$ cat src/tmpSense_defines.svh
`ifndef TMP_SENSE_DEFINES_SVH
`define TMP_SENSE_DEFINES_SVH

// datapath widths
`define TMP_COUNT_W 8
`define TMP_SAMPLE_W 9
`define TMP_CYCLE_W 8
`define TMP_ROUND_W 6

// mode sequencer timing, in clk cycles
`define TMP_PRECHARGE_CYCLES 15
`define TMP_SLEEP_CYCLES 12
`define TMP_CONV_WINDOW 226

// phase lengths within one round
`define TMP_DIODE_CYCLES 6
`define TMP_BIGDIODE_MIN 10
`define TMP_BIGDIODE_MAX 21
`define TMP_CHARGE_CYCLES 6
`define TMP_OUTPUT_CYCLES 5

// round tallies
`define TMP_BG_ROUNDS 12
// flip accepted only after this many PTAT rounds
`define TMP_PTAT_MIN_ROUNDS 7

`endif

$ cat src/tmpSeqPkg.sv
`default_nettype none

package tmpSeqPkg;

    // top-level measurement modes
    typedef enum logic [2:0] {
        PRECHARGE,
        BANDGAP,
        PTAT,
        CONVERT,
        SLEEP
    } modeState_t;

    // phases of one calibration round
    typedef enum logic [2:0] {
        IDLE,
        BLANKBIG,
        BIGDIODE,
        BLANKDIODE,
        DIODE,
        HCHARGE,
        LCHARGE,
        OUTPUT
    } phaseState_t;

endpackage

`default_nettype wire

$ cat src/tmpMeasPkg.sv
`default_nettype none

`include "tmpSense_defines.svh"

package tmpMeasPkg;

    // one conversion result
    typedef logic [`TMP_COUNT_W-1:0] tmpCount_t;

    // conversion window timer
    typedef logic [`TMP_SAMPLE_W-1:0] sampleCount_t;

    // phase, precharge and sleep timers
    typedef logic [`TMP_CYCLE_W-1:0] cycleCount_t;

    // round tally
    typedef logic [`TMP_ROUND_W-1:0] roundCount_t;

endpackage

`default_nettype wire

$ cat src/tmpPhaseSeq.sv
`timescale 1ns/10ps
`default_nettype none

`include "tmpSense_defines.svh"

module tmpPhaseSeq (
    input wire clk,
    input wire reset,
    input wire cmpSync,
    input wire roundStart,
    input wire tmpSeqPkg::modeState_t roundMode,
    output logic roundDone,
    output logic pI1,
    output logic pI2,
    output logic pII1,
    output logic pII2,
    output logic pA,
    output logic pB,
    output logic pC,
    output logic pD,
    output logic srcN,
    output logic snk,
    output logic cmpP1,
    output logic cmpP2
);

    localparam tmpMeasPkg::cycleCount_t diodeLast = `TMP_DIODE_CYCLES - 1;
    localparam tmpMeasPkg::cycleCount_t bigMinLast = `TMP_BIGDIODE_MIN - 1;
    localparam tmpMeasPkg::cycleCount_t bigMaxLast = `TMP_BIGDIODE_MAX - 1;
    localparam tmpMeasPkg::cycleCount_t chargeLast = `TMP_CHARGE_CYCLES - 1;
    localparam tmpMeasPkg::cycleCount_t outputLast = `TMP_OUTPUT_CYCLES - 1;

    tmpSeqPkg::phaseState_t phaseState;
    tmpMeasPkg::cycleCount_t timer;
    logic heldCmp;
    logic hDone;
    logic chop;
    logic bigEnd;
    logic prechargeIdle;

    // comparator change ends big diode early, but only after the minimum
    assign bigEnd = ((timer >= bigMinLast) && (cmpSync != heldCmp)) || (timer == bigMaxLast);

    always_ff @(posedge clk or posedge reset) begin
        if (reset) begin
            phaseState <= tmpSeqPkg::IDLE;
            timer <= '0;
            heldCmp <= 1'b0;
            hDone <= 1'b0;
            chop <= 1'b0;
            roundDone <= 1'b0;
        end else begin
            roundDone <= 1'b0;
            case (phaseState)
                tmpSeqPkg::IDLE: begin
                    if (roundStart) begin
                        hDone <= 1'b0;
                        phaseState <= tmpSeqPkg::BLANKBIG;
                    end
                end
                tmpSeqPkg::BLANKBIG: begin
                    timer <= '0;
                    heldCmp <= cmpSync;
                    phaseState <= tmpSeqPkg::BIGDIODE;
                end
                tmpSeqPkg::BIGDIODE: begin
                    if (bigEnd) begin
                        timer <= '0;
                        phaseState <= tmpSeqPkg::BLANKDIODE;
                    end else begin
                        timer <= timer + 1'b1;
                    end
                end
                tmpSeqPkg::BLANKDIODE: begin
                    timer <= '0;
                    phaseState <= tmpSeqPkg::DIODE;
                end
                tmpSeqPkg::DIODE: begin
                    if (timer == diodeLast) begin
                        timer <= '0;
                        chop <= ~chop;
                        // PTAT rounds stop here
                        if (roundMode == tmpSeqPkg::PTAT) begin
                            roundDone <= 1'b1;
                            phaseState <= tmpSeqPkg::IDLE;
                        end else if (hDone) begin
                            phaseState <= tmpSeqPkg::LCHARGE;
                        end else begin
                            phaseState <= tmpSeqPkg::HCHARGE;
                        end
                    end else begin
                        timer <= timer + 1'b1;
                    end
                end
                tmpSeqPkg::HCHARGE: begin
                    if (timer == chargeLast) begin
                        timer <= '0;
                        hDone <= 1'b1;
                        phaseState <= tmpSeqPkg::BLANKBIG;
                    end else begin
                        timer <= timer + 1'b1;
                    end
                end
                tmpSeqPkg::LCHARGE: begin
                    if (timer == chargeLast) begin
                        timer <= '0;
                        phaseState <= tmpSeqPkg::OUTPUT;
                    end else begin
                        timer <= timer + 1'b1;
                    end
                end
                tmpSeqPkg::OUTPUT: begin
                    if (timer == outputLast) begin
                        timer <= '0;
                        roundDone <= 1'b1;
                        phaseState <= tmpSeqPkg::IDLE;
                    end else begin
                        timer <= timer + 1'b1;
                    end
                end
                default: begin
                    phaseState <= tmpSeqPkg::IDLE;
                end
            endcase
        end
    end

    // front end is held precharged while no round runs
    assign prechargeIdle = (phaseState == tmpSeqPkg::IDLE) && (roundMode == tmpSeqPkg::PRECHARGE);

    assign pI1 = (phaseState == tmpSeqPkg::BLANKBIG) || (phaseState == tmpSeqPkg::BIGDIODE);
    assign pI2 = (phaseState == tmpSeqPkg::BIGDIODE);
    assign pII1 = (phaseState == tmpSeqPkg::BLANKDIODE) || (phaseState == tmpSeqPkg::DIODE);
    assign pII2 = (phaseState == tmpSeqPkg::DIODE);
    assign pA = (phaseState == tmpSeqPkg::HCHARGE) || (phaseState == tmpSeqPkg::LCHARGE);
    assign pB = (phaseState == tmpSeqPkg::HCHARGE) || (phaseState == tmpSeqPkg::OUTPUT)
        || prechargeIdle;
    assign pC = (phaseState == tmpSeqPkg::LCHARGE) || (phaseState == tmpSeqPkg::OUTPUT)
        || prechargeIdle;
    assign pD = (phaseState == tmpSeqPkg::OUTPUT) || prechargeIdle;
    assign srcN = pI2 && cmpSync;
    assign snk = pI2 && !cmpSync;
    assign cmpP1 = chop;
    assign cmpP2 = ~chop;

endmodule

`default_nettype wire

$ cat src/tmpModeCtrl.sv
`timescale 1ns/10ps
`default_nettype none

`include "tmpSense_defines.svh"

module tmpModeCtrl (
    input wire clk,
    input wire reset,
    input wire cmpSync,
    input wire roundDone,
    input wire windowDone,
    input wire countsReady,
    output logic roundStart,
    output tmpSeqPkg::modeState_t roundMode,
    output logic convActive,
    output logic countSelect,
    output logic countClear,
    output logic sBg2Cmp,
    output logic sBgCtrl,
    output logic sPtatCtrl,
    output logic sCap2Cmp,
    output logic sRef2Cmp,
    output logic sCapRst,
    output logic sPtatOut,
    output logic sRdisconN,
    output logic pwrUp,
    output logic preChrg,
    output logic valid
);

    localparam tmpMeasPkg::cycleCount_t prechargeLast = `TMP_PRECHARGE_CYCLES - 1;
    localparam tmpMeasPkg::cycleCount_t sleepLast = `TMP_SLEEP_CYCLES - 1;
    localparam tmpMeasPkg::roundCount_t bgLast = `TMP_BG_ROUNDS - 1;
    localparam tmpMeasPkg::roundCount_t ptatMinLast = `TMP_PTAT_MIN_ROUNDS - 1;

    tmpSeqPkg::modeState_t modeState;
    tmpMeasPkg::cycleCount_t timer;
    tmpMeasPkg::roundCount_t roundCount;
    logic started;
    logic wokeOnce;
    logic roundBusy;
    logic lastPtatCmp;
    logic wakeNow;
    logic inRoundMode;

    assign inRoundMode = (modeState == tmpSeqPkg::BANDGAP) || (modeState == tmpSeqPkg::PTAT);
    assign wakeNow = (modeState == tmpSeqPkg::SLEEP) && started && !wokeOnce
        && (timer == sleepLast);

    // comes out of reset asleep, one idle cycle before precharge
    always_ff @(posedge clk or posedge reset) begin
        if (reset) begin
            modeState <= tmpSeqPkg::SLEEP;
            timer <= '0;
            roundCount <= '0;
            started <= 1'b0;
            wokeOnce <= 1'b0;
            roundBusy <= 1'b0;
            roundStart <= 1'b0;
            lastPtatCmp <= 1'b0;
            valid <= 1'b0;
        end else begin
            roundStart <= 1'b0;
            valid <= 1'b0;
            if (inRoundMode && !roundBusy) begin
                roundStart <= 1'b1;
                roundBusy <= 1'b1;
            end
            if (roundDone) begin
                roundBusy <= 1'b0;
            end
            case (modeState)
                tmpSeqPkg::PRECHARGE: begin
                    if (timer == prechargeLast) begin
                        timer <= '0;
                        modeState <= tmpSeqPkg::BANDGAP;
                    end else begin
                        timer <= timer + 1'b1;
                    end
                end
                tmpSeqPkg::BANDGAP: begin
                    if (roundDone) begin
                        if (roundCount == bgLast) begin
                            roundCount <= '0;
                            modeState <= tmpSeqPkg::PTAT;
                        end else begin
                            roundCount <= roundCount + 1'b1;
                        end
                    end
                end
                tmpSeqPkg::PTAT: begin
                    if (roundDone) begin
                        // flip polarity picks the counter for this window
                        if ((roundCount >= ptatMinLast) && (cmpSync != lastPtatCmp)) begin
                            lastPtatCmp <= cmpSync;
                            roundCount <= '0;
                            modeState <= tmpSeqPkg::CONVERT;
                        end else if (roundCount < ptatMinLast) begin
                            roundCount <= roundCount + 1'b1;
                        end
                    end
                end
                tmpSeqPkg::CONVERT: begin
                    if (windowDone) begin
                        if (countsReady) begin
                            valid <= 1'b1;
                            timer <= '0;
                            modeState <= tmpSeqPkg::SLEEP;
                        end else begin
                            modeState <= tmpSeqPkg::PTAT;
                        end
                    end
                end
                tmpSeqPkg::SLEEP: begin
                    if (!started) begin
                        started <= 1'b1;
                        timer <= '0;
                        modeState <= tmpSeqPkg::PRECHARGE;
                    end else if (wakeNow) begin
                        wokeOnce <= 1'b1;
                        timer <= '0;
                        modeState <= tmpSeqPkg::BANDGAP;
                    end else if (!wokeOnce) begin
                        timer <= timer + 1'b1;
                    end
                end
                default: begin
                    modeState <= tmpSeqPkg::SLEEP;
                end
            endcase
        end
    end

    assign roundMode = modeState;
    assign convActive = (modeState == tmpSeqPkg::CONVERT);
    assign countSelect = lastPtatCmp;
    // counters are clear by the time pwrUp rises again
    assign countClear = wakeNow;

    assign pwrUp = (modeState != tmpSeqPkg::SLEEP);
    assign preChrg = (modeState == tmpSeqPkg::PRECHARGE);
    assign sBgCtrl = (modeState == tmpSeqPkg::PRECHARGE) || (modeState == tmpSeqPkg::BANDGAP);
    assign sRdisconN = (modeState == tmpSeqPkg::PRECHARGE) || (modeState == tmpSeqPkg::BANDGAP);
    assign sPtatCtrl = (modeState == tmpSeqPkg::PRECHARGE) || (modeState == tmpSeqPkg::PTAT)
        || convActive;
    assign sBg2Cmp = inRoundMode;
    assign sCap2Cmp = convActive;
    assign sRef2Cmp = convActive;
    assign sPtatOut = convActive;
    assign sCapRst = started && !convActive;

endmodule

`default_nettype wire

$ cat src/tmpConvCounter.sv
`timescale 1ns/10ps
`default_nettype none

`include "tmpSense_defines.svh"

module tmpConvCounter (
    input wire clk,
    input wire reset,
    input wire cmp,
    input wire convActive,
    input wire countSelect,
    input wire countClear,
    output logic cmpSync,
    output logic windowDone,
    output logic countsReady,
    output logic sCcoCap1,
    output logic sCcoCap2,
    output tmpMeasPkg::tmpCount_t tmpCount1,
    output tmpMeasPkg::tmpCount_t tmpCount2
);

    localparam tmpMeasPkg::sampleCount_t windowLast = `TMP_CONV_WINDOW - 1;

    tmpMeasPkg::sampleCount_t sampleCount;
    logic cmpMeta;
    logic cmpDly;
    logic cmpRise;
    logic capSel;

    // two-flop synchronizer, then one more stage for the edge
    always_ff @(posedge clk or posedge reset) begin
        if (reset) begin
            cmpMeta <= 1'b0;
            cmpSync <= 1'b0;
            cmpDly <= 1'b0;
        end else begin
            cmpMeta <= cmp;
            cmpSync <= cmpMeta;
            cmpDly <= cmpSync;
        end
    end

    assign cmpRise = cmpSync && !cmpDly;
    assign windowDone = convActive && (sampleCount == windowLast);

    always_ff @(posedge clk or posedge reset) begin
        if (reset) begin
            sampleCount <= '0;
            capSel <= 1'b0;
            tmpCount1 <= '0;
            tmpCount2 <= '0;
        end else begin
            if (!convActive || windowDone) begin
                sampleCount <= '0;
            end else begin
                sampleCount <= sampleCount + 1'b1;
            end
            if (countClear) begin
                tmpCount1 <= '0;
                tmpCount2 <= '0;
            end else if (convActive && cmpRise) begin
                // chop the oscillator caps on every counted edge
                capSel <= ~capSel;
                if (countSelect) begin
                    tmpCount1 <= tmpCount1 + 1'b1;
                end else begin
                    tmpCount2 <= tmpCount2 + 1'b1;
                end
            end
        end
    end

    assign sCcoCap1 = capSel;
    assign sCcoCap2 = ~capSel;
    assign countsReady = (tmpCount1 != '0) && (tmpCount2 != '0);

endmodule

`default_nettype wire

$ cat src/tmpDig.sv
`timescale 1ns/10ps
`default_nettype none

module tmpDig (
    input wire clk,
    input wire reset,
    input wire cmp,
    output logic pI1, pI2, pII1, pII2,
    output logic pA, pB, pC, pD,
    output logic sBg2Cmp, sBgCtrl, sPtatCtrl, sCap2Cmp, sRef2Cmp,
    output logic sCapRst, sPtatOut, sRdisconN, sCcoCap1, sCcoCap2,
    output logic srcN, snk, cmpP1, cmpP2,
    output logic pwrUp, preChrg, valid,
    output tmpMeasPkg::tmpCount_t tmpCount1,
    output tmpMeasPkg::tmpCount_t tmpCount2
);

    logic cmpSync;
    logic roundStart;
    logic roundDone;
    tmpSeqPkg::modeState_t roundMode;
    logic convActive;
    logic countSelect;
    logic countClear;
    logic windowDone;
    logic countsReady;

    tmpModeCtrl uModeCtrl (
        .clk, .reset, .cmpSync,
        .roundDone, .windowDone, .countsReady,
        .roundStart, .roundMode,
        .convActive, .countSelect, .countClear,
        .sBg2Cmp, .sBgCtrl, .sPtatCtrl, .sCap2Cmp, .sRef2Cmp,
        .sCapRst, .sPtatOut, .sRdisconN,
        .pwrUp, .preChrg, .valid
    );

    tmpPhaseSeq uPhaseSeq (
        .clk, .reset, .cmpSync,
        .roundStart, .roundMode, .roundDone,
        .pI1, .pI2, .pII1, .pII2,
        .pA, .pB, .pC, .pD,
        .srcN, .snk, .cmpP1, .cmpP2
    );

    tmpConvCounter uConvCounter (
        .clk, .reset, .cmp,
        .convActive, .countSelect, .countClear,
        .cmpSync, .windowDone, .countsReady,
        .sCcoCap1, .sCcoCap2,
        .tmpCount1, .tmpCount2
    );

endmodule

`default_nettype wire

$ cat config.mk
export PLATFORM = sky130hd
export DESIGN_NAME = tmpDig
export DESIGN_NICKNAME = d
export VERILOG_FILES = /design/src/tmpSeqPkg.sv /design/src/tmpMeasPkg.sv /design/src/tmpPhaseSeq.sv /design/src/tmpModeCtrl.sv /design/src/tmpConvCounter.sv /design/src/tmpDig.sv
export VERILOG_INCLUDE_DIRS = /design/src
export SDC_FILE = /design/constraint.sdc
export NUM_CORES = 1
export LEC_CHECK = 0
export ABC_AREA = 1
export BUFFER_PORTS_ARGS = -buffer_cell sky130_fd_sc_hd__buf_2
export CAP_MARGIN = 25
export CORE_MARGIN = 3
export CORE_UTILIZATION = 50
export DETAILED_ROUTE_END_ITERATION = 7
export PLACE_DENSITY = 0.76
export SYNTH_ARGS = -nofsm -noshare
export SYNTH_HDL_FRONTEND = slang
export SYNTH_SLANG_ARGS = --single-unit
$ cat constraint.sdc
create_clock -name clk -period 3.62 [get_ports clk]
set_input_delay 0.362 -clock clk [delete_from_list [all_inputs] [get_ports clk]]
set_output_delay 0.362 -clock clk [all_outputs]
set_load 0.005 [all_outputs]
== After elaboration in Yosys (flattened, before gate mapping) ==
Cells that the tools add are included.

* Flip-flop bits (word level): 67
* Input port bits: 3
* Output and inout bits: 41
* Logic and storage cells: 185

* Add/sub/neg operators: 6
* Magnitude comparators: 3
* Equal/unequal tests: 38
* Mux-type cells: 56
* Bitwise logic cells: 3
* Reductions and logical operators: 57

{| class="wikitable"
|+ Operator list
! kind !! number
|-
| $mux 8 || 15
|-
| $mux 3 || 16
|-
| $add 8x1->8 const B || 4
|-
| $pmux 8 s4 || 1
|-
| $mux 6 || 5
|-
| $pmux 3 s8 || 1
|-
| $pmux 8 s3 || 1
|-
| $eq 8x3->1 const B || 2
|-
| $eq 8x4->1 const B || 2
|-
| $reduce_bool 8->1 || 2
|-
| $eq 3x3->1 const B || 5
|-
| $pmux 3 s5 || 1
|-
| $logic_and 1x1->1 || 14
|-
| $logic_or 1x1->1 || 14
|-
| $ne 2x1->1 const B || 7
|-
| $ne 2x2->1 const B || 7
|-
| $eq 3x2->1 const B || 4
|-
| $pmux 6 s2 || 1
|-
| $mux 1 || 11
|-
| $reduce_bool 2->1 || 5
|-
| $add 9x1->9 const B || 1
|-
| $eq 9x8->1 const B || 1
|-
| $mux 9 || 1
|-
| $ne 3x3->1 const B || 3
|-
| 23 further kinds || 39
|}

== Logic depth before layout (Yosys ltp) ==
Gate-level depths: netlist of run 1.

* Depth in word-level cells: 7
* Gate-level depth with buffers: 12
* Gate-level depth less buffers: 11

== Hierarchy ==
From an unflattened synthesis of run 1, not the netlist that was laid out.

* Cells, all modules: 565
* Area, all modules: 4160.2 µm²

{| class="wikitable"
|+ Modules (own cells, without submodules)
! module !! times used !! cells each !! area each (µm²) !! sequential area each (µm²)
|-
| tmpConvCounter || 1 || 196 || 1540.2 || 725.7
|-
| tmpModeCtrl || 1 || 210 || 1517.7 || 576.8
|-
| tmpPhaseSeq || 1 || 159 || 1102.3 || 375.4
|}

== Worst setup path before layout of run 1 ==
OpenSTA, ideal clock, no wires.

* Path type: register -> register
* From: reg uModeCtrl.modeState[2] (netlist: uModeCtrl.roundMode[2])
* To: reg uModeCtrl.modeState[1] (netlist: uModeCtrl.roundMode[1])
* Setup time: 0.117 ns
* Arrival time: 1.402 ns
* Data required time: 3.503 ns
* Slack: 2.101 ns
* Cell stages (with the launch flop): 11
* Path buffers: 1
* Clock period less this slack: 1.519 ns
* Path through: dfstp_2 inv_2 nand3_4 inv_2 nand2_1 buf_2 nand2_1 nor2_2 nand2_1 nand2_1 nand2_1

* Elaborated cells on any way between the ends: 18
* Those cells by class: eq/ne (11); mux (1); reduce/logical (6)

{| class="wikitable"
|+ RTL lines
! element !! RTL line !! RTL
|-
| from (decl) || tmpModeCtrl.sv:36 || <nowiki>tmpSeqPkg::modeState_t modeState;</nowiki>
|-
| from (signal assigned) || tmpModeCtrl.sv:53 || <nowiki>modeState <= tmpSeqPkg::SLEEP;</nowiki>
|-
| from (signal assigned) || tmpModeCtrl.sv:76 || <nowiki>modeState <= tmpSeqPkg::BANDGAP;</nowiki>
|-
| from (signal assigned) || tmpModeCtrl.sv:85 || <nowiki>modeState <= tmpSeqPkg::PTAT;</nowiki>
|-
| $eq 3x2->1 * || tmpModeCtrl.sv:135 || <nowiki>assign convActive = (modeState == tmpSeqPkg::CONVERT);</nowiki>
|-
| net sCap2Cmp || tmpDig.sv:10 || <nowiki>output logic sBg2Cmp, sBgCtrl, sPtatCtrl, sCap2Cmp, sRef2Cmp,</nowiki>
|-
| $logic_and 1x1->1 || tmpConvCounter.sv:44 || <nowiki>assign windowDone = convActive && (sampleCount == windowLast);</nowiki>
|-
| $ne 2x2->1 (no source line) || - ||
|-
| $reduce_and 7->1 (no source line) || - ||
|}

Mark *: on every way through the listed nets, which the timed path passes. The rest lies on a longest branch.
A chain may end at the register's enable or synchronous reset.

== Worst setup path after layout of run 1 ==
* From: reg uPhaseSeq.phaseState[2]
* To: out pB

* Word-level cells in the longest chain between the ends: 3
* Elaborated cells on any way between the ends: 6
* Those cells by class: eq/ne (2); reduce/logical (4)

{| class="wikitable"
|+ RTL lines
! element !! RTL line !! RTL
|-
| from (decl) || tmpPhaseSeq.sv:33 || <nowiki>tmpSeqPkg::phaseState_t phaseState;</nowiki>
|-
| from (signal assigned) || tmpPhaseSeq.sv:46 || <nowiki>phaseState <= tmpSeqPkg::IDLE;</nowiki>
|-
| from (signal assigned) || tmpPhaseSeq.sv:58 || <nowiki>phaseState <= tmpSeqPkg::BLANKBIG;</nowiki>
|-
| from (signal assigned) || tmpPhaseSeq.sv:64 || <nowiki>phaseState <= tmpSeqPkg::BIGDIODE;</nowiki>
|-
| $eq 3x3->1 or $logic_not 3->1 (tied branches) || tmpPhaseSeq.sv:136, tmpPhaseSeq.sv:129 ||
|-
| $logic_or 1x1->1 or $logic_and 1x1->1 (tied branches) || tmpPhaseSeq.sv:136, tmpPhaseSeq.sv:129 ||
|-
| $logic_or 1x1->1 * || tmpPhaseSeq.sv:137 || <nowiki>|| prechargeIdle;</nowiki>
|-
| to (decl) || tmpDig.sv:9 || <nowiki>output logic pA, pB, pC, pD,</nowiki>
|}

Every way passes the cells marked *; elsewhere a longest branch is shown, timed or not.

==> out/summary.txt, run 1 <==
Starting Density -> 52.92%
DRT Wirelength -> 9186 µm
Max Cap Violations -> 0
Synth cell types -> 33
Area of the multi-input gates -> 2151 µm²
Post-Layout Cell Count -> 729
Dpl cell area -> 4487 µm²
CP cell instances -> nor2_1, nand2_1, inv_2, nand2_1, nand3_1, buf_2
WS Path Type -> reg2out
WL per Instance -> 12.60 µm
Syn avg cell area -> 7.270 µm²
Tcrit/Tclk final -> 63.86%
TritonCTS Buffers -> 9
Outcome -> completed
Post-route setup TNS -> 0 ns
Antenna Violating Nets Remaining -> 0
Storage cell area -> 1678 µm²
Hold Vio Cnt, Final -> 0
DRC viols -> 0
H-tree lvl count -> 3
CP max FO -> 16
Leakage Power -> 2.532 nW
Postcts setup bufs -> 0
Mapped Cells -> 580
Prevailing post-synth register cell -> dfrtp_1
Dpl cells -> 713
Most used cell, CP -> nand2_1
Clk_lat worst skew -> 0.35 ns
Leading area contributor after synthesis -> dfrtp_1
Pwr/cell area -> 411.1 nW/µm²
Arrival time worst endpoint -> 1.95 ns
Crit path required time -> 3.26 ns
Layout area overhead -> 10.24%
Final Worst Setup Slack -> 1.308 ns
Hold crit path type -> in2async
R2R Path Start -> uModeCtrl.roundMode[2]$_DFFE_PP1P_
Core ar. -> 7968 µm²
Net Count, Synth -> 597
Crit path time final -> 2.312 ns
Initial DRT Pass Iterations -> 4
YS warnings -> 0
Pin count of the biggest net entering global routing -> 30
Cts repair resizes -> 0
First-pass GRT wire length -> 15660 µm
Die X -> 97.83 µm
Number of I/O pins -> 44
Final Power -> 1.911 mW
Fmax -> 0.4326 GHz
Peak VDD IR -> 0.4032 mV
Clock Skew -> 0.006544 ns
Mapped Area -> 4217 µm²
Vias in the first global route -> 3503
Fillers -> 746
Initial antenna violation count -> 0
RSZ-0062 raised after global routing -> false
FF+latch count, synth -> 67
Worst-margin pin slew -> 0.5962 ns
CTS Root Cell -> clkbuf_8
Top post-synthesis cells by count -> nand2_1, inv_1, dfrtp_1, nand3_1, nor2_1
Total Routing Usage GR -> 19.64%
Setup violations, final -> 0
Die ar. -> 9571 µm²
Total gr overflow -> 0
Ant. Diodes -> 0
Buffers on Ports -> 43
Delay-heaviest family, CP -> simple AND/OR/NAND/NOR gates
Hold_buf cts -> 0
Worst Setup Start Kind -> flip-flop
Layout cells sized above 1 -> 15.15%
Yosys top cell area share -> 39.17%
Asr flop ratio synth -> 100.0%
Post-DP HPWL -> 6831 µm
EDFF count, synth -> 0
CP Buf/Inv Count -> 2
CP max stage cell -> dfrtp_1
Setup crit start -> uPhaseSeq.phaseState[2]$_DFFE_PP0P_
Via count -> 3803
Vert. Die Dim -> 97.83 µm
Seq/Total Area, Yosys -> 39.79%
Synth top area cells -> dfrtp_1, nand2_1, nand3_1
Rel. slew slack -> 60.20%
Crit. End Element -> output pin
CTS tree -> built
DRT iter0 DRCs -> 181
CP max stage delay -> 0.46 ns
Worst slack, placed -> 1.694 ns
Fin. max-slew vios -> 0
Row Count -> 32
Finished Cell Area -> 4648 µm²
Final #Nets -> 639
Cell with the most instances after synthesis -> nand2_1
RD Place Congestion -> 0.9369
Vias per cell -> 5.217
Worst-path clk slew -> 0.07 ns
# clock sinks -> 67
Clock tree buffer depth -> 2
[worst paths after layout]
path / depth (start not counted) / to / slack, ns
min in group clk: 1 / uConvCounter.cmpMeta$_DFF_PP0_ / 0.12
max reg2reg: 9 / uModeCtrl.timer[0]$_DFFE_PP0P_ / 1.69
min: 2 / uConvCounter.tmpCount1[6]$_DFFE_PP0P_ / 0.08
min reg2reg: 0 / uConvCounter.cmpSync$_DFF_PP0_ / 0.37
max in group asynchronous: 3 / uModeCtrl.roundMode[2]$_DFFE_PP1P_ / 2.77
max: 6 / pB / 1.31
[power breakdown]
part,internal (mW),switching [mW]
logic,0.175,0.329
clock network,0.245,0.289
registers,0.805,0.0686
total,1.22,0.686
[kinds of logic after synthesis]
group | count (synthesis) | share of synthesized area [%]
flops | 67 | 39.79
compound gates | 53 | 6.736
xor+xnor | 21 | 4.362
simple gates | 331 | 35.76
fa+ha+maj | 14 | 4.154
buf+inv | 94 | 9.199
[worst reg2reg max path: stages (launching register included)]
cell     delay, ns
dfstp_2       0.55
inv_2         0.07
nand3_4       0.09
inv_2         0.10
nand2_1       0.31
nand3_1       0.19
nor2_4        0.25
inv_2         0.12
nand2_1       0.07
nand2_1       0.06
[per-layer routing]
metal	global-route usage, %	routed length [µm]	share of wire (%)	vias up
met5	0	0	0	-
met4	6.922	132	1.4	0
met2	30.42	4217	46	101
li1	-	-	-	1934
met3	4.500	552	6.0	13
met1	27.11	4283	47	1755
[layout make-up]
type                    count  share of cell area, %
clock inverters             5                 0.6460
clock buffers              11                  2.826
well taps                 102                  2.746
inverters                  80                  6.460
multi-input cells         419                  46.27
repair buffers             45                  4.953
flip-flops and latches     67                  36.10
[metrics by stage]
step	hold slack [ns]	utilization (%)
6_report	0.07680	58.34
5_1_grt	0.1089	58.34
4_1_cts	0.08683	58.34
3_5_place_dp	0.3455	56.31
3_3_place_gp	0.3355	56.31
2_1_floorplan	0.3312	-
[sequential cells by signal, summed over array words and instances, names as in the netlist, 3 cells and up]
name,count
uConvCounter.tmpCount1,8
uConvCounter.tmpCount2,8
uConvCounter.sampleCount,9
uModeCtrl.timer,8
uPhaseSeq.phaseState,3
uModeCtrl.roundCount,6
uModeCtrl.roundMode,3
uPhaseSeq.timer,8
[cell usage in the layout, fill, tap and decap left out, drive strengths merged]
master	count
o21ai	33
xnor2	1
nor3b	4
dfrtp	66
nand3	70
inv	79
o21bai	4
a21oi	15
xor2	20
clkinvlp	2
nand4	17
nand3b	2
nor2	61
clkbuf	11
dfstp	1
or2	1
ha	14
clkinv	4
nand2	169
o22ai	1
buf	45
nor3	7
Note: power is estimated with default switching activity, not from simulation.
==> inputs of run 2 (changes only) <==
PLACE_DENSITY = 0.79   (was 0.76)
clock period = 1.85 ns   (was 3.62 ns; I/O delays follow)
==> out/summary.txt, run 2 (synthesis gave the netlist of run 1 again) <==
Outcome -> completed
TritonCTS Buffers -> 9 (unchanged)
Initial DRT Pass Iterations -> 5 (+1)
Area of the multi-input gates -> 2151 µm² (unchanged)
First-pass GRT wire length -> 16570 µm (+5.8%)
Layout cells sized above 1 -> 16.35% (+1.2 points)
Pwr/cell area -> 834.2 nW/µm² (+100%)
Post-DP HPWL -> 7098 µm (+3.9%)
Hold Vio Cnt, Final -> 0 (unchanged)
Die ar. -> 9571 µm² (unchanged)
Worst-margin pin slew -> 0.5429 ns (-0.05327 ns)
Commonest non-fill, non-tap cell in the layout -> nand2_1
Core Util, Final -> 59.97% (+1.6 points)
DRT Wirelength -> 9607 µm (+4.6%)
CP max stage delay -> 0.46 ns (about the same)
Most used cell, CP -> nand2_1
Commonest non-fill, non-tap cells in the layout -> nand2_1, inv_1, dfrtp_1
Pin count of the biggest net entering global routing -> 30 (unchanged)
Setup violations, final -> 0 (unchanged)
Dpl cell area -> 4548 µm² (+1.4%)
Met2 wire length -> 4555 µm (+8.0%)
CP max FO -> 5 (-11)
Clk_lat worst skew -> 0.35 ns (about the same)
R2R Setup Slk -> 0.14 ns (-1.55 ns)
Post-route setup TNS -> 0 ns (unchanged)
CP cell instances -> inv_2, nand2_1, nor2_1, nand2_1, nand3_1, buf_2
Via count -> 3906 (+2.7%)
CTS tree -> built
Clock Skew -> 0.008705 ns (+0.002162 ns)
Metal3 WL -> 434 µm (-21%)
RSZ-0062 raised after global routing -> true
RD Place Congestion -> 0.9349 (-0.21%)
Clock tree buffer depth -> 2 (unchanged)
WS Path Type -> reg2out
Layout area overhead -> 13.32%
CTS Root Cell -> clkbuf_8
Final Worst Setup Slack -> 0.02335 ns (-1.285 ns)
Hold crit path type -> reg2reg
Rel. slew slack -> 63.73% (+3.5 points)
Worst Setup Start Kind -> flip-flop
Final Power -> 3.986 mW (+110%)
WL per Instance -> 13.02 µm (+3.3%)
Total gr overflow -> 0 (unchanged)
Ant. Diodes -> 0 (unchanged)
Number of I/O pins -> 44 (unchanged)
Core ar. -> 7968 µm² (unchanged)
Tcrit/Tclk final -> 98.74%
Post-Layout Cell Count -> 738 (+1.2%)
Storage cell area -> 1678 µm² (unchanged)
DRT iter0 DRCs -> 154 (-15%)
Leakage Power -> 2.597 nW (+2.6%)
Final #Nets -> 648 (+1.4%)
Row Count -> 32 (unchanged)
Worst-path clk slew -> 0.08 ns (about the same)
Buffers on Ports -> 43 (unchanged)
Dpl cells -> 719 (+0.84%)
Highest metal layer with signal wires -> met4
Finished Cell Area -> 4778 µm² (+2.8%)
Initial antenna violation count -> 0 (unchanged)
Crit path time final -> 1.827 ns
Number of flip-flops under the largest register name -> 9 (unchanged)
Antenna Violating Nets Remaining -> 0 (unchanged)
Worst slack, placed -> 0.1856 ns (-1.508 ns)
Vias per cell -> 5.293 (+1.5%)
Die X -> 97.83 µm (unchanged)
H-tree lvl count -> 3 (unchanged)
Fillers -> 710 (-4.8%)
Crit path required time -> 1.66 ns (-1.60 ns)
# clock sinks -> 67 (unchanged)
Vias in the first global route -> 3679 (+5.0%)
Fin. max-slew vios -> 0 (unchanged)
Routed met1 length -> 4459 µm (+4.1%)
Peak VDD IR -> 0.7190 mV (+78%)
DRC viols -> 0 (unchanged)
Arrival time worst endpoint -> 1.64 ns (-0.31 ns)
Reg with most FFs -> uConvCounter.sampleCount
Crit. End Element -> output pin
Fmax -> 0.5475 GHz
Vert. Die Dim -> 97.83 µm (unchanged)
Hold Slack -> 0.3858 ns (+0.3090 ns)
Starting Density -> 52.92% (unchanged)
Max Cap Violations -> 0 (unchanged)
CP max stage cell -> dfrtp_1
Total Routing Usage GR -> 20.58% (+0.94 points)
## run 2: path summary, 6_finish.rpt
kind | from | to | depth (start not counted)
hold reg to reg | uConvCounter.cmpMeta$_DFF_PP0_ | uConvCounter.cmpSync$_DFF_PP0_ | 0
max in group asynchronous | reset | uModeCtrl.roundCount[1]$_DFFE_PP0P_ | 4
min in group asynchronous | reset | uPhaseSeq.timer[5]$_DFFE_PP0P_ | 3
hold / removal | uConvCounter.cmpMeta$_DFF_PP0_ | uConvCounter.cmpSync$_DFF_PP0_ | 0
setup / recovery | uModeCtrl.roundMode[0]$_DFFE_PP0P_ | pB | 6
setup reg to reg | uPhaseSeq.timer[1]$_DFFE_PP0P_ | uPhaseSeq.phaseState[0]$_DFFE_PP0P_ | 11
## run 2: cell type report
cell class                 count  area share [%]
multi-input combinational    419           45.01
clock inverter                 6           1.362
inverter                      80           6.363
tap                          102           2.671
timing repair buffer          54           6.599
sequential                    67           35.11
clock buffer                  10           2.880
## run 2: report_power, final
group / internal [mW] / switching, mW / total (mW)
logic: 0.363 / 0.646 / 1.01
clock network: 0.659 / 0.600 / 1.26
registers: 1.57 / 0.144 / 1.72
total: 2.60 / 1.39 / 3.99
## run 2: timing repair
action                     4_1_cts  5_1_grt
hold buffers                     2        0
hold endpoints to repair        23        0
setup buffers                    0        1
setup endpoints to repair        0       11
gates resized for setup          0        1
## run 2: routing by layer
| metal | track usage [%] | vias up |
|---|---|---|
| met5 | 0 | - |
| met4 | 6.816 | 0 |
| met3 | 4.429 | 17 |
| met2 | 33.98 | 94 |
| met1 | 26.96 | 1840 |
| li1 | - | 1955 |
## run 2: critical path, delay by kind of cell, from the launching register on
kind	cells	cell delay [ns]
DFF	1	0.46
and+or+nand+nor	4	0.62
buffers and inverters	2	0.20
==> inputs of run 3 (changes only) <==
PLACE_DENSITY = 0.72   (was 0.79)
==> out/summary.txt, run 3 (synthesis gave the netlist of run 1 again) <==
First-pass GRT wire length -> 16420 µm (-0.95%)
RD Place Congestion -> 0.9304 (-0.48%)
Initial DRT Pass Iterations -> 5 (unchanged)
Final Power -> 4.159 mW (+4.3%)
Worst-margin pin slew -> 0.6847 ns (+0.1418 ns)
Crit path required time -> 1.66 ns (about the same)
Worst-path clk slew -> 0.07 ns (about the same)
Outcome -> completed
WL per Instance -> 12.80 µm (-1.7%)
Number of I/O pins -> 44 (unchanged)
Vias in the first global route -> 3552 (-3.5%)
Tcrit/Tclk final -> 92.65% (-6.1 points)
Hold crit path type -> reg2reg
Arrival time worst endpoint -> 1.53 ns (-0.11 ns)
R2r worst-path depth -> 9 (-2)
# clock sinks -> 67 (unchanged)
Crit path time final -> 1.714 ns (-0.1127 ns)
Row Count -> 32 (unchanged)
Total gr overflow -> 0 (unchanged)
Post-Layout Cell Count -> 741 (+0.41%)
Pwr/cell area -> 858.3 nW/µm² (+2.9%)
Core Util, Final -> 60.82% (+0.85 points)
Leakage Power -> 2.625 nW (+1.1%)
Reg2reg end -> uModeCtrl.roundMode[1]$_DFFE_PP0P_
Post-route setup TNS -> 0 ns (unchanged)
Worst hold path depth -> 0 (unchanged)
Reg with most FFs -> uConvCounter.sampleCount
Clock tree buffer depth -> 2 (unchanged)
Setup crit start -> uPhaseSeq.phaseState[2]$_DFFE_PP0P_
R2R Setup Slk -> 0.18 ns (+0.04 ns)
Commonest non-fill, non-tap cells in the layout -> nand2_1, inv_1, dfrtp_1
Fmax -> 0.5834 GHz (+6.6%)
Hold Slack -> 0.3516 ns (-0.03423 ns)
Total Routing Usage GR -> 20.56% (-0.027 points)
Initial antenna violation count -> 0 (unchanged)
Layout area overhead -> 14.93%
Peak VDD IR -> 0.7118 mV (-1.0%)
Clock Skew -> 0.007370 ns (-0.001336 ns)
H-tree lvl count -> 3 (unchanged)
Final #Nets -> 651 (+0.46%)
Post-DP HPWL -> 7053 µm (-0.65%)
CTS Root Cell -> clkbuf_8
Die ar. -> 9571 µm² (unchanged)
Worst Setup Start Kind -> flip-flop
Number of flip-flops under the largest register name -> 9 (unchanged)
Fin. max-slew vios -> 0 (unchanged)
Crit. End Element -> output pin
Starting Density -> 52.92% (unchanged)
Buffers on Ports -> 43 (unchanged)
CP max FO -> 8 (+3)
DRT iter0 DRCs -> 151 (-1.9%)
Commonest non-fill, non-tap cell in the layout -> nand2_1
WS Path Type -> reg2out
CP cell instances -> nor2_4, nand2_1, inv_2, nand2_1, nand3_1, buf_2
Most used cell, CP -> nand2_1
RSZ-0062 raised after global routing -> false
TritonCTS Buffers -> 9 (unchanged)
Via count -> 3852 (-1.4%)
Dpl cells -> 721 (+0.28%)
CP max stage cell -> dfrtp_2
Vert. Die Dim -> 97.83 µm (unchanged)
CP max stage delay -> 0.48 ns (+0.02 ns)
Max Cap Violations -> 0 (unchanged)
Vias per cell -> 5.198 (-1.8%)
Die X -> 97.83 µm (unchanged)
Layout cells sized above 1 -> 18.00% (+1.6 points)
Core ar. -> 7968 µm² (unchanged)
Clk_lat worst skew -> 0.34 ns (about the same)
Ant. Diodes -> 0 (unchanged)
Pin count of the biggest net entering global routing -> 30 (unchanged)
Critical Path End -> pB
DRT Wirelength -> 9483 µm (-1.3%)
DRC viols -> 0 (unchanged)
CTS tree -> built
Hold Vio Cnt, Final -> 0 (unchanged)
Rel. slew slack -> 54.26% (-9.5 points)
Antenna Violating Nets Remaining -> 0 (unchanged)
R2R Path Start -> uModeCtrl.timer[0]$_DFFE_PP0P_
Setup violations, final -> 0 (unchanged)
-- run 3: worst min path at each step --
stage                                               from                        endpoint  slack, ns
after floorplan                                      cmp  uConvCounter.cmpMeta$_DFF_PP0_       0.22
after global placement                               cmp  uConvCounter.cmpMeta$_DFF_PP0_       0.29
after detailed placement                             cmp  uConvCounter.cmpMeta$_DFF_PP0_       0.29
after CTS                 uConvCounter.cmpMeta$_DFF_PP0_  uConvCounter.cmpSync$_DFF_PP0_       0.35
after global routing      uConvCounter.cmpMeta$_DFF_PP0_  uConvCounter.cmpSync$_DFF_PP0_       0.36
final                     uConvCounter.cmpMeta$_DFF_PP0_  uConvCounter.cmpSync$_DFF_PP0_       0.35
-- run 3: through the flow --
step,area (µm²),setup WS (ns)
after global placement,4551,0.1903
after floorplan,4220,0.3312
after detailed placement,4551,0.1438
after global routing,4846,0.0005735
after CTS,4800,0.03529
final,4846,0.1360
-- run 3: worst max-delay path, delay by kind of cell (launching register included) --
kind | cells | cell delay, ns
buffers and inverters | 2 | 0.24
DFF | 1 | 0.48
and+or+nand+nor | 4 | 0.46
-- run 3: power by group --
part / switching, mW / internal (mW) / total, mW
Combinational: 0.662 / 0.378 / 1.04
Clock: 0.594 / 0.796 / 1.39
Sequential: 0.153 / 1.58 / 1.73
-- run 3: final cells by class --
cell class	instances	area, µm²
fill	735	3122
clock buffer	10	137.6
sequential	67	1679
timing repair buffer	57	325.3
tap	102	127.6
clock inverter	6	88.84
multi-input combinational	419	2183
inverter	80	304.0
-- run 3: timing repair --
item                                    4_1_cts  5_1_grt
pin swaps                                     0        1
setup buffers                                 0        2
gates cloned                                  0        0
endpoints found under the setup margin        3       24
hold buffers                                  2        0
hold endpoints to repair                     24        0
resized for setup                             1       11
-- run 3: per-layer routing --
metal / share of wire (%) / GRT usage, %
met5: 0 / 0
met4: 0.83 / 6.390
met3: 6.1 / 4.000
met2: 46 / 32.83
met1: 47 / 28.36
